[src/icache_defines.svh]
// Instruction cache geometry

`ifndef ICACHE_DEFINES_SVH
`define ICACHE_DEFINES_SVH

// ==============================
// Address and word widths
// ==============================

// Core and memory byte address
`define ICACHE_ADDR_BITS 32

// One instruction word
`define ICACHE_WORD_BITS 32

// ==============================
// Line geometry
// ==============================

// Words held by one line
`define ICACHE_LINE_WORDS 4

// Byte offset inside a line
`define ICACHE_OFFSET_BITS 4

// Line index, 64 lines
`define ICACHE_INDEX_BITS 6

// Remaining upper address bits
`define ICACHE_TAG_BITS 22

// Number of lines in the arrays
`define ICACHE_LINES 64

`endif

[src/icache_pkg.sv]
// Instruction cache types

`default_nettype none

`include "icache_defines.svh"

package icache_pkg;

  // ==============================
  // Vector types
  // ==============================

  // Byte address from the core
  typedef logic [`ICACHE_ADDR_BITS-1:0] addr_t;

  // Instruction word
  typedef logic [`ICACHE_WORD_BITS-1:0] word_t;

  // Whole line, word 0 in the low bits
  typedef logic [`ICACHE_LINE_WORDS*`ICACHE_WORD_BITS-1:0] line_t;

  typedef logic [`ICACHE_TAG_BITS-1:0] tag_t;
  typedef logic [`ICACHE_INDEX_BITS-1:0] index_t;

  // Word within a line, address bits 3:2
  typedef logic [`ICACHE_OFFSET_BITS-3:0] word_sel_t;

  // ==============================
  // Structs
  // ==============================

  // Single word read request to memory
  typedef struct packed {
    logic  valid;
    addr_t addr;
  } mem_req_t;

  // Order to fetch one line, base is the address without offset
  typedef struct packed {
    logic                                         start;
    logic [`ICACHE_ADDR_BITS-`ICACHE_OFFSET_BITS-1:0] base;
  } refill_cmd_t;

  // Assembled line with its done pulse
  typedef struct packed {
    logic  done;
    line_t line;
  } refill_rsp_t;

  // Write into tag, valid and data arrays
  typedef struct packed {
    logic   en;
    index_t index;
    tag_t   tag;
    line_t  line;
  } array_wr_t;

  // ==============================
  // State machines
  // ==============================

  typedef enum logic [1:0] {
    CTRL_IDLE,
    CTRL_LOOKUP,
    CTRL_REFILL,
    CTRL_FILL
  } ctrl_state_e;

  typedef enum logic [1:0] {
    REFILL_IDLE,
    REFILL_ISSUE,
    REFILL_WAIT
  } refill_state_e;

endpackage

`default_nettype wire

[src/icache_tag_store.sv]
// Tag array and valid bits

`timescale 1ns/1ps
`default_nettype none

`include "icache_defines.svh"

module icache_tag_store (
  input  logic                  clk,
  input  logic                  rst,
  input  icache_pkg::index_t    index,
  input  logic                  rd_en,
  input  icache_pkg::array_wr_t wr,
  output icache_pkg::tag_t      tag_out,
  output logic                  valid_out
);

  import icache_pkg::*;

  // Behavioral tag memory
  tag_t tag_mem [`ICACHE_LINES];

  // One valid flop per line
  logic [`ICACHE_LINES-1:0] valid_q;

  // ==============================
  // Tag array
  // ==============================

  // Written once per refill, in the fill cycle
  always_ff @(posedge clk)
  begin
    if (wr.en)
    begin
      tag_mem[wr.index] <= wr.tag;
    end
  end

  // Registered read, result seen in the lookup cycle
  always_ff @(posedge clk)
  begin
    if (rd_en)
    begin
      tag_out <= tag_mem[index];
    end
  end

  // ==============================
  // Valid bits
  // ==============================

  // Cleared by reset, set by a line fill
  always_ff @(posedge clk or posedge rst)
  begin
    if (rst)
    begin
      valid_q <= '0;
    end
    else if (wr.en)
    begin
      valid_q[wr.index] <= 1'b1;
    end
  end

  // Valid read travels with the tag read
  always_ff @(posedge clk or posedge rst)
  begin
    if (rst)
    begin
      valid_out <= 1'b0;
    end
    else if (rd_en)
    begin
      valid_out <= valid_q[index];
    end
  end

endmodule

`default_nettype wire

[config.mk]
export PLATFORM = sky130hd
export DESIGN_NAME = icache_tag_store
export DESIGN_NICKNAME = d
export VERILOG_FILES = /design/src/icache_pkg.sv /design/src/icache_tag_store.sv
export VERILOG_INCLUDE_DIRS = /design/src
export SDC_FILE = /design/constraint.sdc
export NUM_CORES = 1
export LEC_CHECK = 0
export BUFFER_PORTS_ARGS = -buffer_cell sky130_fd_sc_hd__buf_2
export CAP_MARGIN = 15
export CORE_UTILIZATION = 35
export CTS_BUF_LIST = sky130_fd_sc_hd__clkbuf_4 sky130_fd_sc_hd__clkbuf_8
export DETAILED_ROUTE_END_ITERATION = 12
export PLACE_DENSITY = 0.47
export SLEW_MARGIN = 20
export SYNTH_ARGS = -nofsm -noshare
export SYNTH_HDL_FRONTEND = slang
export SYNTH_SLANG_ARGS = --single-unit
[constraint.sdc]
create_clock -name clk -period 3.47 [get_ports clk]
set_input_delay 0.347 -clock clk [delete_from_list [all_inputs] [get_ports clk]]
set_output_delay 0.347 -clock clk [all_outputs]
set_load 0.005 [all_outputs]
==> out/qor.yml <==
flow_run:
  cap_violations: 0
sta:
  rsz0062_at_grt: "false"
  fmax_ghz: 0.4138
  min_period_over_period_pct: 69.65
  setup_viol: 0
  final.setup.worst_slack_ps: 1053
  fin_setup_tns_ps: 0
  clock_skew_ps: 47.72
  final_hold_viol_count: 0
  max_slew_margin_pct: 25.94
  slew_viol_final: 0
  worstMarginPinSlew_ps: 1111
  period_needed_ps: 2417
finish:
  final_cells: 5109
  drive_above_1_share_pct: 41.81
  final_nets: 2898
  area.growth.synth_to_final_pct: 17.14
  final_cell_mix: "1430 x edfxtp_1, 449 x mux4_2, 254 x clkbuf_8"
  final_common_cell: "edfxtp_1"
synth:
  synth_xor_area_share_pct: 0
  synth_edf_count: 1430
  synth_ff_type: "edfxtp_1"
  postSynthAreaPerCell_sq_um: 24.25
  synth-compound-area-share_pct: 0.6694
  synthCells: 2343
  synth_area_leaders: "edfxtp_1 76%, mux4_2 18%, dfrtp_1 2.9%, or2_2 0.73%, nor2_1 0.55%"
  synth_top_area_cell: "edfxtp_1"
  synth_top_family_by_area: "multiplexers"
  yosysUniqueCellTypes: 27
  async_reset_ff_share_pct: 4.348
  synthAdderAreaFrac_pct: 0
  synthMuxAreaShare_pct: 18.15
  syn-cell-area_sq_um: 56820
  yosys.area.top_type_share_pct: 75.57
  synth_simple_gate_area_share_pct: 1.737
  synth-seq-cells: 1495
  yosysSeqAreaShare_pct: 78.43
  syn_nets: 2509
  ys_warn_count: 0
global_route:
  grt_max_degree: 65
  grt_pass1_wl_um: 212800
  grt_overflow: 0
  antenna_found_initial: 20
  grt_util_all_layers_pct: 18.82
  grt_pass1_vias: 28280
floorplanning:
  core-area_sq_um: 160900
  row_count: 147
  die_height_um: 404.9
  dieWidth_um: 404.9
  die_area_sq_um: 164000
  initial_core_util_pct: 35.31
  ioPinCount: 189
place:
  placed_cells: 4633
  place_ws_ps: 241.2
  portBuffers: 60
  dp_hpwl_um: 87910
  place_congestion: 0.8177
worst_setup_path:
  crit_path_max_fanout: 2
  worst_setup_path_end_kind: "flip-flop"
  crit_arrival_ps: 3240
  crit_start: "valid_q[63]"
  critPathKind: "flip-flop to flip-flop"
  start_kind: "flip-flop"
  r2r-start: "valid_q[63]"
  worst-endpoint-required_ps: 4300
worst_hold_path:
  min-delay-start: "wr[130]"
  min_path_type: "primary input to flip-flop"
clocking:
  cts_num_sinks: 1495
  ctsResizeCount: 0
  cts-buffers-inserted: 240
  post-cts-setup-buffers: 0
  cts-root-buf: "clkbuf_8"
  cts_buffer_depth: 3
  clock_latency_ps: 950
  cts_tree: "done"
  htreeDepth: 4
  hold_buffers: 11
  clkSlewWorstSetupHoldPaths_ps: 60
power:
  p_leak_nw: 21.26
  ir_drop_mv: 0.3593
  cellPowerDensity_nw_per_um2: 559.8
route:
  drtAntennaViolNets: 0
  post_drt_via_cell_ratio: 5.205
  drc: 0
  wl_per_cell_um: 29.80
  drt-initial-drc-count: 2326
  dr.pass1.iters: 5
  vias: 26590
  wirelength_um: 152300
run_status:
  status: "completed"
-- worst max-delay path, cell delays in order (launching register included) --
cell,delay [ps]
dfrtp_1,370
mux4_2,480
mux2i_1,450
mux4_2,350
a31oi_1,80
dlygate4sd3_1,570
-- flip-flops by register name (all words and copies together) (netlist names) --
signal,cells
tag_mem,1408
valid_out,1
tag_out,22
valid_q,64
-- path summary, 6_finish.rpt --
path	end	slack, ps	cells past startpoint
max in group asynchronous	valid_q[31]	2310	4
min in group asynchronous	valid_q[63]	180	3
max	valid_out	1050	5
min reg2reg	valid_q[46]	460	1
max reg2reg	valid_out	1050	5
min	tag_mem[0][2]	90	1
-- through the flow --
step / hold slack [ps] / util [%] / total power, mW / instance area (sq um)
2_1_floorplan: 433.7 / - / 21.67 / 56820
3_3_place_gp: 445.4 / 38.27 / 22.71 / 61590
3_5_place_dp: 449.4 / 38.27 / 22.78 / 61590
4_1_cts: 14.46 / 41.29 / 37.75 / 66440
5_1_grt: 75.11 / 41.34 / 38.58 / 66530
6_report: 94.27 / 41.36 / 37.26 / 66560
-- cells in the mapped netlist, types with 2 or more instances --
master / number
nand2b_1: 5
nor2b_1: 7
buf_2: 39
or2_2: 66
a311oi_1: 2
clkbuf_1: 55
mux2i_1: 20
mux4_2: 449
o22ai_1: 26
buf_1: 13
or3b_2: 2
dfrtp_1: 65
inv_1: 3
buf_6: 4
buf_4: 9
edfxtp_1: 1430
nor2_1: 83
nand2_1: 23
nand3_1: 10
and2_1: 2
a22oi_1: 22
a31oi_1: 2
nand3b_1: 2
-- where the power goes --
group,internal (mW),switching (mW),total [mW]
sequential,20.1,0.124,20.2
clock,8.00,6.87,14.9
combinational,0.954,1.24,2.19
-- routing by layer --
metal | global-route usage [%] | up-vias | part of all wire (%)
li1 | - | 10920 | -
met1 | 25.62 | 14560 | 43
met2 | 30.02 | 885 | 48
met3 | 4.824 | 224 | 7.0
met4 | 5.051 | 4 | 2.0
met5 | 0 | - | 0.011
-- final cells by class --
class	count	area, sq um
fill	14040	94370
sequential	1495	44570
multi-input combinational	725	12000
clock buffer	359	4284
tap	2160	2703
timing repair buffer	267	2497
clock inverter	83	455.4
antenna	17	42.54
inverter	3	11.26
-- kinds of logic after synthesis --
logic type	Yosys count
flops	1495
compound gates	55
mux	469
buf+inv	123
simple gates	201
Note: power is estimated with default switching activity, not from simulation.
