===== src/icache_defines.svh =====
// Instruction cache geometry

`ifndef ICACHE_DEFINES_SVH
`define ICACHE_DEFINES_SVH

// ==============================
// Address and word widths
// ==============================

// Core and memory byte address
`define ICACHE_ADDR_BITS 32

// One instruction word
`define ICACHE_WORD_BITS 32

// ==============================
// Line geometry
// ==============================

// Words held by one line
`define ICACHE_LINE_WORDS 4

// Byte offset inside a line
`define ICACHE_OFFSET_BITS 4

// Line index, 64 lines
`define ICACHE_INDEX_BITS 6

// Remaining upper address bits
`define ICACHE_TAG_BITS 22

// Number of lines in the arrays
`define ICACHE_LINES 64

`endif


===== src/icache_pkg.sv =====
// Instruction cache types

`default_nettype none

`include "icache_defines.svh"

package icache_pkg;

  // ==============================
  // Vector types
  // ==============================

  // Byte address from the core
  typedef logic [`ICACHE_ADDR_BITS-1:0] addr_t;

  // Instruction word
  typedef logic [`ICACHE_WORD_BITS-1:0] word_t;

  // Whole line, word 0 in the low bits
  typedef logic [`ICACHE_LINE_WORDS*`ICACHE_WORD_BITS-1:0] line_t;

  typedef logic [`ICACHE_TAG_BITS-1:0] tag_t;
  typedef logic [`ICACHE_INDEX_BITS-1:0] index_t;

  // Word within a line, address bits 3:2
  typedef logic [`ICACHE_OFFSET_BITS-3:0] word_sel_t;

  // ==============================
  // Structs
  // ==============================

  // Single word read request to memory
  typedef struct packed {
    logic  valid;
    addr_t addr;
  } mem_req_t;

  // Order to fetch one line, base is the address without offset
  typedef struct packed {
    logic                                         start;
    logic [`ICACHE_ADDR_BITS-`ICACHE_OFFSET_BITS-1:0] base;
  } refill_cmd_t;

  // Assembled line with its done pulse
  typedef struct packed {
    logic  done;
    line_t line;
  } refill_rsp_t;

  // Write into tag, valid and data arrays
  typedef struct packed {
    logic   en;
    index_t index;
    tag_t   tag;
    line_t  line;
  } array_wr_t;

  // ==============================
  // State machines
  // ==============================

  typedef enum logic [1:0] {
    CTRL_IDLE,
    CTRL_LOOKUP,
    CTRL_REFILL,
    CTRL_FILL
  } ctrl_state_e;

  typedef enum logic [1:0] {
    REFILL_IDLE,
    REFILL_ISSUE,
    REFILL_WAIT
  } refill_state_e;

endpackage

`default_nettype wire


===== src/icache_refill.sv =====
// Four-beat line refill engine

`timescale 1ns/1ps
`default_nettype none

`include "icache_defines.svh"

module icache_refill (
  input  logic                    clk,
  input  logic                    rst,
  input  icache_pkg::refill_cmd_t cmd,
  output icache_pkg::refill_rsp_t rsp,
  output icache_pkg::mem_req_t    mem_req,
  input  icache_pkg::word_t       mem_rdata,
  input  logic                    mem_wait
);

  import icache_pkg::*;

  refill_state_e state_q;
  refill_state_e state_d;

  // Word currently requested, 0 to 3
  word_sel_t beat_q;

  // Line base held for the whole refill
  logic [`ICACHE_ADDR_BITS-`ICACHE_OFFSET_BITS-1:0] base_q;

  // Incoming words shift in from the top
  line_t line_q;
  logic  done_q;

  // Word returned in this cycle
  logic  beat_done;
  logic  last_beat;

  assign beat_done = (state_q == REFILL_WAIT) && !mem_wait;
  assign last_beat = (beat_q == word_sel_t'(`ICACHE_LINE_WORDS - 1));

  // ==============================
  // State machine
  // ==============================

  always_comb
  begin
    state_d = state_q;
    unique case (state_q)
      REFILL_IDLE:
      begin
        if (cmd.start)
        begin
          state_d = REFILL_ISSUE;
        end
      end
      // One request pulse, then wait for the word
      REFILL_ISSUE:
      begin
        state_d = REFILL_WAIT;
      end
      REFILL_WAIT:
      begin
        if (beat_done)
        begin
          state_d = last_beat ? REFILL_IDLE : REFILL_ISSUE;
        end
      end
      default:
      begin
        state_d = REFILL_IDLE;
      end
    endcase
  end

  always_ff @(posedge clk or posedge rst)
  begin
    if (rst)
    begin
      state_q <= REFILL_IDLE;
      beat_q  <= '0;
      done_q  <= 1'b0;
    end
    else
    begin
      state_q <= state_d;
      // Done follows the last word by one cycle
      done_q  <= beat_done && last_beat;
      if (state_q == REFILL_IDLE && cmd.start)
      begin
        beat_q <= '0;
      end
      else if (beat_done)
      begin
        beat_q <= beat_q + 1'b1;
      end
    end
  end

  // ==============================
  // Datapath
  // ==============================

  always_ff @(posedge clk)
  begin
    if (state_q == REFILL_IDLE && cmd.start)
    begin
      base_q <= cmd.base;
    end
    // Word 0 ends up in the low bits after four shifts
    if (beat_done)
    begin
      line_q <= {mem_rdata, line_q[$bits(line_t)-1:`ICACHE_WORD_BITS]};
    end
  end

  // Word address is base plus 4 per beat
  assign mem_req.valid = (state_q == REFILL_ISSUE);
  assign mem_req.addr  = {base_q, beat_q, 2'b00};

  assign rsp.done = done_q;
  assign rsp.line = line_q;

endmodule

`default_nettype wire


===== config.mk =====
export PLATFORM = sky130hd
export DESIGN_NAME = icache_refill
export DESIGN_NICKNAME = d
export VERILOG_FILES = /design/src/icache_pkg.sv /design/src/icache_refill.sv
export VERILOG_INCLUDE_DIRS = /design/src
export SDC_FILE = /design/constraint.sdc
export NUM_CORES = 1
export LEC_CHECK = 0
export BUFFER_PORTS_ARGS = -buffer_cell sky130_fd_sc_hd__buf_2
export CORE_MARGIN = 2
export CORE_UTILIZATION = 50
export DETAILED_ROUTE_END_ITERATION = 7
export HOLD_SLACK_MARGIN = 0.05
export PLACE_DENSITY_LB_ADDON = 0.3
export SYNTH_ARGS = -nofsm -noshare
export SYNTH_HDL_FRONTEND = slang
export SYNTH_SLANG_ARGS = --single-unit
export TNS_END_PERCENT = 5

===== constraint.sdc =====
create_clock -name clk -period 26.6 [get_ports clk]
set_input_delay 2.66 -clock clk [delete_from_list [all_inputs] [get_ports clk]]
set_output_delay 2.66 -clock clk [all_outputs]
set_load 0.03 [all_outputs]

==> impl_metrics.env <==
export IMPL_wirelength_um=9201
export IMPL_cts_buffers=17
export IMPL_crit_arrival_ps=4420
export IMPL_place_gp_congestion=0.8143
export IMPL_postCtsHoldBufs=0
export IMPL_finalHoldViolCount=0
export IMPL_detailed_place_area_um2=6280
export IMPL_root_buffer="clkbuf_8"
export IMPL_synth_top_area_share_pct=93.65
export IMPL_cp_start_kind="input pin"
export IMPL_yosysMostFrequentCell="edfxtp_1"
export IMPL_cts_setup_buffers=0
export IMPL_ff2ff_setup_slack_ps=24040
export IMPL_syn_instance_count=187
export IMPL_grt_first_pass_wirelength_um=13990
export IMPL_setup_tns_final_ps=0
export IMPL_firstDrtPassIters=4
export IMPL_dp_slack_ps=21800
export IMPL_rsz0062_at_grt="no"
export IMPL_yosysWarnings=0
export IMPL_layout_min_cycle_time_ps=4277
export IMPL_cts_tree="built"
export IMPL_leakage_nw=2.734
export IMPL_antennaDiodeCount=0
export IMPL_dpl_hpwl_um=6578
export IMPL_netlist_area_um2=5002
export IMPL_dieArea_um2=10820
export IMPL_post_route_period_util_pct=16.08
export IMPL_clk_latency_ps=520
export IMPL_rows=36
export IMPL_crit_required_ps=26740
export IMPL_regArea_um2=4810
export IMPL_portBuffers=223
export IMPL_cts_num_sinks=161
export IMPL_cp_max_fo=77
export IMPL_status="finished, final reports clean"
export IMPL_synthTopCellsByArea="edfxtp_1 94%, dfrtp_1 2.5%, buf_4 0.60%, nor3b_1 0.30%, ha_1 0.25%"
export IMPL_synth_edf_count=156
export IMPL_grt_max_degree=78
export IMPL_met3_length_um=1181
export IMPL_crit_path_end_kind="flop"
export IMPL_grt_pass1_vias=2569
export IMPL_cts_max_level=4
export IMPL_final_cells=573
export IMPL_relSlewSlack_pct=37.40
export IMPL_ir_worst_vdd_mv=0.08843
export IMPL_async_flop_share_pct=3.106
export IMPL_fmax_mhz=233.8
export IMPL_vias=2651
export IMPL_grt_overflow=0
export IMPL_nFillCells=654
export IMPL_final_cell_area_um2=6828
export IMPL_finalNetCount=493
export IMPL_synth_common_cells="156 x edfxtp_1, 5 x dfrtp_1, 4 x buf_4, 3 x inv_1"
export IMPL_ctsResizeCount=0
export IMPL_final_antenna_net_count=0
export IMPL_setup_viol=0
export IMPL_drive_above_1_share_pct=57.27
export IMPL_design_core_area_um2=9729
export IMPL_dr_max_layer_used="met4"
export IMPL_seq_area_frac_synth_pct=96.15
export IMPL_synth_ff_latch_count=161
export IMPL_synth_top_cell_by_area="edfxtp_1"
export IMPL_slew_viol_final=0
export IMPL_place_inst=542
export IMPL_cts_reportedPaths_clkPinSlew_ps=60
export IMPL_avgViaCountPerCell=4.627
export IMPL_die_y_um=104.0
export IMPL_die_x_um=104.0
export IMPL_wl_per_cell_um=16.06
export IMPL_worstMarginPinSlew_ps=939.0
export IMPL_antenna_found_initial=0
export IMPL_setup_slack_ps=22320
export IMPL_hold_slack_ps=438.7
export IMPL_m1WireLength_um=3334
export IMPL_met2WireLength_um=4524
export IMPL_areaGrowthSynthToFinish_pct=36.49
export IMPL_initial_utilization_pct=51.41
export IMPL_multiInputGateArea_um2=153.9
export IMPL_cts_buffer_depth=2
export IMPL_io_pins=226
export IMPL_syn_area_per_cell_um2=26.75
export IMPL_drcViolationCount=0
export IMPL_skew_ps=6.118
export IMPL_ys_types=20
export IMPL_synthFlopType="edfxtp_1"
export IMPL_hold_class="reg2reg"
export IMPL_track_usage_pct=17.69
export IMPL_power_density_nw_per_um2=105.9
export IMPL_drtIter0Drc=97
export IMPL_path_class="in2reg"
export IMPL_maxCapViolCount=0
[cell usage in the layout, fill, tap and decap left out, types with 2 or more instances in the layout]
cell	n
nand3_1	2
buf_4	3
clkbuf_16	16
conb_1	2
nor3b_2	2
bufinv_16	3
nand2b_1	2
edfxtp_1	156
inv_1	3
clkinv_1	4
dfrtp_1	5
buf_2	223
clkbuf_1	5
clkinv_2	2
[final cells by class]
class	instances	share of cell area (%)
Clock buffer	22	6.340
Sequential cell	161	70.44
Clock inverter	9	1.686
Tap cell	133	2.437
Multi-Input combinational cell	19	2.254
Inverter	3	0.1649
Timing Repair Buffer	226	16.68
[metrics by stage]
step / total power [mW] / util [%]
after floorplan: 0.4664 / -
after global placement: 0.5001 / 64.54
after detailed placement: 0.5046 / 64.54
after CTS: 0.7304 / 70.18
after global routing: 0.7497 / 70.18
final: 0.7228 / 70.18
[state kept, by name (all words and copies together), names as in the netlist]
signal	cells
base_q	28
beat_q	2
done_q	1
state_q	2
line_q	128
[power by group]
group,switching [mW],leakage [nW],internal (mW)
Combinational,0.113,0.968,0.0335
Clock,0.0846,0.267,0.141
Sequential,0.0172,1.50,0.334
Total,0.215,2.73,0.508
[worst max-delay path: stages]
cell,delay [ps]
buf_2,140
nor3b_2,150
buf_4,530
buf_4,830
[kinds of logic after synthesis]
family	after synthesis	share of synthesized area, %
DFF	161	96.15
AOI/OAI and AO/OA	4	0.7003
adders and majority gates	1	0.2501
and+or+nand+nor	12	1.776
buffers and inverters	8	1.051
other	1	0.07497
[final timing paths]
kind,from,to,cells after the start
max,mem_wait,line_q[39],4
min,line_q[47],line_q[15],0
max reg2reg,state_q[1],line_q[39],3
min reg2reg,line_q[47],line_q[15],0
max in group asynchronous,rst,beat_q[0],2
min in group asynchronous,rst,state_q[1],2
[per-layer routing]
metal / up-vias / track usage (%)
li1: 1223 / -
met1: 1249 / 19.53
met2: 165 / 27.77
met3: 14 / 10.46
met4: 0 / 7.722
met5: - / 0
No activity file was read; power rests on OpenSTA's default activity.
