===== src/icache_defines.svh =====
// Instruction cache geometry

`ifndef ICACHE_DEFINES_SVH
`define ICACHE_DEFINES_SVH

// ==============================
// Address and word widths
// ==============================

// Core and memory byte address
`define ICACHE_ADDR_BITS 32

// One instruction word
`define ICACHE_WORD_BITS 32

// ==============================
// Line geometry
// ==============================

// Words held by one line
`define ICACHE_LINE_WORDS 4

// Byte offset inside a line
`define ICACHE_OFFSET_BITS 4

// Line index, 64 lines
`define ICACHE_INDEX_BITS 6

// Remaining upper address bits
`define ICACHE_TAG_BITS 22

// Number of lines in the arrays
`define ICACHE_LINES 64

`endif


===== src/icache_pkg.sv =====
// Instruction cache types

`default_nettype none

`include "icache_defines.svh"

package icache_pkg;

  // ==============================
  // Vector types
  // ==============================

  // Byte address from the core
  typedef logic [`ICACHE_ADDR_BITS-1:0] addr_t;

  // Instruction word
  typedef logic [`ICACHE_WORD_BITS-1:0] word_t;

  // Whole line, word 0 in the low bits
  typedef logic [`ICACHE_LINE_WORDS*`ICACHE_WORD_BITS-1:0] line_t;

  typedef logic [`ICACHE_TAG_BITS-1:0] tag_t;
  typedef logic [`ICACHE_INDEX_BITS-1:0] index_t;

  // Word within a line, address bits 3:2
  typedef logic [`ICACHE_OFFSET_BITS-3:0] word_sel_t;

  // ==============================
  // Structs
  // ==============================

  // Single word read request to memory
  typedef struct packed {
    logic  valid;
    addr_t addr;
  } mem_req_t;

  // Order to fetch one line, base is the address without offset
  typedef struct packed {
    logic                                         start;
    logic [`ICACHE_ADDR_BITS-`ICACHE_OFFSET_BITS-1:0] base;
  } refill_cmd_t;

  // Assembled line with its done pulse
  typedef struct packed {
    logic  done;
    line_t line;
  } refill_rsp_t;

  // Write into tag, valid and data arrays
  typedef struct packed {
    logic   en;
    index_t index;
    tag_t   tag;
    line_t  line;
  } array_wr_t;

  // ==============================
  // State machines
  // ==============================

  typedef enum logic [1:0] {
    CTRL_IDLE,
    CTRL_LOOKUP,
    CTRL_REFILL,
    CTRL_FILL
  } ctrl_state_e;

  typedef enum logic [1:0] {
    REFILL_IDLE,
    REFILL_ISSUE,
    REFILL_WAIT
  } refill_state_e;

endpackage

`default_nettype wire


===== src/icache_ctrl.sv =====
// Fetch controller, hit check and word select

`timescale 1ns/1ps
`default_nettype none

`include "icache_defines.svh"

module icache_ctrl (
  input  logic                    clk,
  input  logic                    rst,
  input  logic                    core_req,
  input  icache_pkg::addr_t       core_addr,
  output icache_pkg::word_t       core_out,
  output logic                    core_wait,
  output icache_pkg::index_t      index,
  output logic                    rd_en,
  input  icache_pkg::tag_t        tag_in,
  input  logic                    valid_in,
  input  icache_pkg::line_t       line_in,
  output icache_pkg::array_wr_t   wr,
  output icache_pkg::refill_cmd_t refill_cmd,
  input  icache_pkg::refill_rsp_t refill_rsp
);

  import icache_pkg::*;

  ctrl_state_e state_q;
  ctrl_state_e state_d;

  // Fetch address captured on acceptance
  addr_t addr_q;

  // Refilled line kept for the fill cycle
  line_t fill_line_q;

  logic      accept;
  logic      hit;
  tag_t      addr_tag;
  index_t    addr_index;
  word_sel_t addr_word;
  line_t     sel_line;
  logic      out_load;

  // Address fields of the captured fetch
  assign addr_tag   = addr_q[`ICACHE_ADDR_BITS-1 -: `ICACHE_TAG_BITS];
  assign addr_index = addr_q[`ICACHE_OFFSET_BITS +: `ICACHE_INDEX_BITS];
  assign addr_word  = addr_q[`ICACHE_OFFSET_BITS-1:2];

  // New fetch only while idle
  assign accept = (state_q == CTRL_IDLE) && core_req;

  // Tag and valid arrive in the lookup cycle
  assign hit = valid_in && (tag_in == addr_tag);

  // ==============================
  // State machine
  // ==============================

  always_comb
  begin
    state_d = state_q;
    unique case (state_q)
      CTRL_IDLE:
      begin
        if (accept)
        begin
          state_d = CTRL_LOOKUP;
        end
      end
      CTRL_LOOKUP:
      begin
        state_d = hit ? CTRL_IDLE : CTRL_REFILL;
      end
      // Held here for as long as memory stretches
      CTRL_REFILL:
      begin
        if (refill_rsp.done)
        begin
          state_d = CTRL_FILL;
        end
      end
      CTRL_FILL:
      begin
        state_d = CTRL_IDLE;
      end
      default:
      begin
        state_d = CTRL_IDLE;
      end
    endcase
  end

  always_ff @(posedge clk or posedge rst)
  begin
    if (rst)
    begin
      state_q <= CTRL_IDLE;
    end
    else
    begin
      state_q <= state_d;
    end
  end

  // ==============================
  // Core side
  // ==============================

  // Rises with core_req, low again when the word is on core_out
  assign core_wait = (state_q == CTRL_IDLE) ? core_req : 1'b1;

  // Hit takes the array line, miss the refilled one
  assign sel_line = (state_q == CTRL_LOOKUP) ? line_in : fill_line_q;
  assign out_load = ((state_q == CTRL_LOOKUP) && hit) || (state_q == CTRL_FILL);

  always_ff @(posedge clk)
  begin
    if (accept)
    begin
      addr_q <= core_addr;
    end
    if ((state_q == CTRL_REFILL) && refill_rsp.done)
    begin
      fill_line_q <= refill_rsp.line;
    end
    // Holds its value while idle
    if (out_load)
    begin
      core_out <= sel_line[addr_word*`ICACHE_WORD_BITS +: `ICACHE_WORD_BITS];
    end
  end

  // ==============================
  // Arrays and refill
  // ==============================

  // Arrays read with the incoming address
  assign rd_en = accept;
  assign index = core_addr[`ICACHE_OFFSET_BITS +: `ICACHE_INDEX_BITS];

  // Fill writes at the captured address
  assign wr.en    = (state_q == CTRL_FILL);
  assign wr.index = addr_index;
  assign wr.tag   = addr_tag;
  assign wr.line  = fill_line_q;

  // Start lasts the single miss cycle of lookup
  assign refill_cmd.start = (state_q == CTRL_LOOKUP) && !hit;
  assign refill_cmd.base  = addr_q[`ICACHE_ADDR_BITS-1:`ICACHE_OFFSET_BITS];

endmodule

`default_nettype wire


===== config.mk =====
export PLATFORM = sky130hd
export DESIGN_NAME = icache_ctrl
export DESIGN_NICKNAME = d
export VERILOG_FILES = /design/src/icache_pkg.sv /design/src/icache_ctrl.sv
export VERILOG_INCLUDE_DIRS = /design/src
export SDC_FILE = /design/constraint.sdc
export NUM_CORES = 1
export LEC_CHECK = 0
export BUFFER_PORTS_ARGS = -buffer_cell sky130_fd_sc_hd__buf_2
export CELL_PAD_IN_SITES_DETAIL_PLACEMENT = 0
export CELL_PAD_IN_SITES_GLOBAL_PLACEMENT = 1
export CORE_AREA = 2 2 213 215
export DETAILED_ROUTE_END_ITERATION = 7
export DIE_AREA = 0 0 215 217
export PLACE_DENSITY_LB_ADDON = 0.1
export SLEW_MARGIN = 25
export SYNTH_ARGS = -nofsm -noshare
export SYNTH_HDL_FRONTEND = slang
export SYNTH_SLANG_ARGS = --single-unit

===== constraint.sdc =====
create_clock -name clk -period 4.5 [get_ports clk]
set_input_delay 0.45 -clock clk [delete_from_list [all_inputs] [get_ports clk]]
set_output_delay 0.45 -clock clk [all_outputs]
set_load 0.03 [all_outputs]

==> flow_summary.json <==
{
  "drive_above_1_share": 0.742,
  "global_route.overflow_total": 0,
  "reg2reg_to": "core_out[17]",
  "timing.fmax_ghz": 0.356,
  "worstHoldPathCells": 1,
  "finalHoldViolations": 0,
  "seq_area_frac_synth": 0.679,
  "synth_largest_area_cell": "sky130_fd_sc_hd__edfxtp_1",
  "power_density_nw_per_um2": 555,
  "post-place-ws_ns": 1.50,
  "drc": 0,
  "core.rowCount": 78,
  "worst_ep_arrival_time_ns": 2.97,
  "die_h_um": 217,
  "cts.sink_count": 192,
  "synthesis.area_per_instance_um2": 20.7,
  "detailed_place_hpwl_um": 23500,
  "cts.repair.resized": 0,
  "rsz0062_at_grt": "false",
  "max-vdd-ir-drop_uv": 253,
  "nets": 1213,
  "maxSlewViolCount": 0,
  "grt_pass1_vias": 6145,
  "grt_antenna_before_repair": 4,
  "status": "finished clean",
  "cts_tree": "done",
  "worst_slew_margin_rel": 0.467,
  "pin_count_of_the_biggest_net_entering_global_routing": 53,
  "track_usage": 0.131,
  "p_leak_nw": 4.82,
  "coreArea_um2": 44700,
  "synth.ff_latch_count": 192,
  "post_drt_wl_per_cell_um": 20.3,
  "ys.flop_type": "sky130_fd_sc_hd__edfxtp_1",
  "report.final.setup_viol": 0,
  "layout.cell_area.non_filler_um2": 12000,
  "gp_congestion": 0.730,
  "endpoint_kind": "flop",
  "worstPathMaxFanout": 19,
  "die_width_um": 215,
  "cts_root_buffer": "sky130_fd_sc_hd__clkbuf_16",
  "synthDominantCellAreaShare": 0.673,
  "ff2ff_setup_slack_ns": 1.69,
  "wire_length_of_the_first_global_routing_pass_um": 43200,
  "critical_r2r_launch": "addr_q[28]",
  "synth_warnings": 0,
  "filler_instances": 4772,
  "max-clock-path-buffers": 2,
  "postSynth.asyncResetShare": 0.0104,
  "worstSkewPairLatency_ns": 0.49,
  "totalWireLength_um": 30700,
  "regArea_um2": 5760,
  "initial_utilization": 0.190,
  "crit_path_start_kind": "flop",
  "final.setup.worst_slack_ns": 1.69,
  "vias": 5718,
  "finClkSkew_ns": 0.0164,
  "synth_nets": 725,
  "mostFrequentLayoutCell": "sky130_fd_sc_hd__buf_2",
  "holdWs_ns": 0.134,
  "synth_enable_flop_cells": 190,
  "setup.worst_path.class": "reg2reg",
  "finalCriticalPeriod_ns": 2.81,
  "port_buffers": 538,
  "io_pins": 541,
  "floorplan.die_area_um2": 46700,
  "required_ns": 4.66,
  "cts_buf_count": 17,
  "synthesis.area_um2": 8480,
  "worst_hold_path.endpoint": "fill_line_q[10]",
  "cts-htree-levels": 4,
  "detailedRoute.firstPassIterationCount": 4,
  "rr_worst_depth": 5,
  "layout-area-overhead-vs-synth_pct": 41.7,
  "period_share": 0.624,
  "synth_area_leaders": "sky130_fd_sc_hd__edfxtp_1 (67%), sky130_fd_sc_hd__mux4_2 (16%), sky130_fd_sc_hd__buf_4 (5.5%)",
  "detailed_place.area_um2": 11400,
  "post_drt_via_cell_ratio": 3.78,
  "multiInputGateArea_um2": 2130,
  "worst_hold_startpoint": "refill_rsp[10]",
  "drt-initial-drc-count": 222,
  "yosys.cell_types.count": 26,
  "finish.utilization": 0.269,
  "clk_pin_slew_worst_paths_ns": 0.08,
  "syn-instance-count": 410,
  "residual_antenna_violating_net_count_after_detailed_routing": 0,
  "layout_common_cells": "sky130_fd_sc_hd__buf_2 (538), sky130_fd_sc_hd__edfxtp_1 (190), sky130_fd_sc_hd__mux4_2 (62), sky130_fd_sc_hd__mux2_2 (32), sky130_fd_sc_hd__xnor2_1 (19)",
  "min-delay-path-class": "in2reg",
  "cap_violations": 0,
  "max_slew.worst_pin.slew_ns": 0.792,
  "fin_tns_setup_ns": 0
}
[critical path, stage by stage, from the launching register on]
cell	delay, ns
sky130_fd_sc_hd__edfxtp_1	0.43
sky130_fd_sc_hd__xnor2_1	0.19
sky130_fd_sc_hd__nand4_1	0.11
sky130_fd_sc_hd__nor4_1	0.61
sky130_fd_sc_hd__a31o_2	0.74
sky130_fd_sc_hd__buf_4	0.39
[how the worst max path moves through the flow]
stage	from	to	slack, ns	cells after the start
after floorplan	flop	fill_line_q[0]	0.40	2
after CTS	addr_q[28]	core_out[20]	1.57	5
after detailed placement	tag_in[18]	core_out[20]	1.50	6
final	addr_q[28]	core_out[17]	1.69	5
after global placement	tag_in[15]	core_out[20]	1.54	6
after global routing	addr_q[28]	core_out[17]	1.48	5
[per-stage QoR]
step	power [mW]	cells
after detailed placement	5.24	1478
after floorplan	4.57	410
final	6.66	1513
after CTS	6.85	1511
after global routing	7.05	1512
after global placement	5.26	1478
[Yosys cell counts, types with 2 or more instances]
cell type / number
sky130_fd_sc_hd__and2_1: 2
sky130_fd_sc_hd__buf_12: 2
sky130_fd_sc_hd__buf_2: 2
sky130_fd_sc_hd__buf_4: 62
sky130_fd_sc_hd__buf_6: 3
sky130_fd_sc_hd__clkbuf_1: 10
sky130_fd_sc_hd__dfrtp_1: 2
sky130_fd_sc_hd__edfxtp_1: 190
sky130_fd_sc_hd__inv_1: 2
sky130_fd_sc_hd__mux2_2: 32
sky130_fd_sc_hd__mux4_1: 2
sky130_fd_sc_hd__mux4_2: 62
sky130_fd_sc_hd__nand4_1: 5
sky130_fd_sc_hd__nor4_1: 2
sky130_fd_sc_hd__xnor2_1: 19
sky130_fd_sc_hd__xor2_1: 3
[logic make-up (layout without fill, tap and decap cells)]
family                    after synthesis  in the layout  share of synthesized area
AOI/OAI and AO/OA                       3              3                    0.00266
muxes                                  96             96                      0.213
and+or+nand+nor                        15             15                     0.0118
buffers and inverters                  82            583                     0.0705
DFF                                   192            192                      0.679
other                                   0              2                          0
xor gates and xnor gates               22             22                     0.0227
[what timing repair did]
item | 4_1_cts | 5_1_grt
hold endpoints to repair | 2 | 0
buffers inserted | 0 | 0
hold buffers | 1 | 0
[power by group]
group          internal [mW]  switching, mW
Combinational          0.958           1.55
Clock                  0.813          0.731
Sequential              2.45          0.159
Total                   4.23           2.44
[state kept, by name, indices dropped and copies added (netlist names), named ones only]
| signal | cells |
|---|---|
| core_out | 32 |
| fill_line_q | 128 |
| addr_q | 30 |
| state_q | 1 |
[final cells by class]
cell class                 instances  share of cell area
clock inverter                    14              0.0118
antenna                            2            0.000417
multi-input combinational        136               0.177
inverter                           2            0.000625
clock buffer                      18              0.0357
tap                              600              0.0625
timing repair buffer             549               0.232
sequential                       192               0.479
[layer usage]
metal / global-route usage / wire length [um] / part of all wire / vias up
met5: 0 / 34 / 0.0011 / -
met4: 0.0432 / 452 / 0.015 / 6
met3: 0.0506 / 2260 / 0.074 / 33
met2: 0.239 / 16700 / 0.55 / 243
met1: 0.140 / 11200 / 0.36 / 2851
li1: - / - / - / 2585
(Power assumes the default switching activity.)
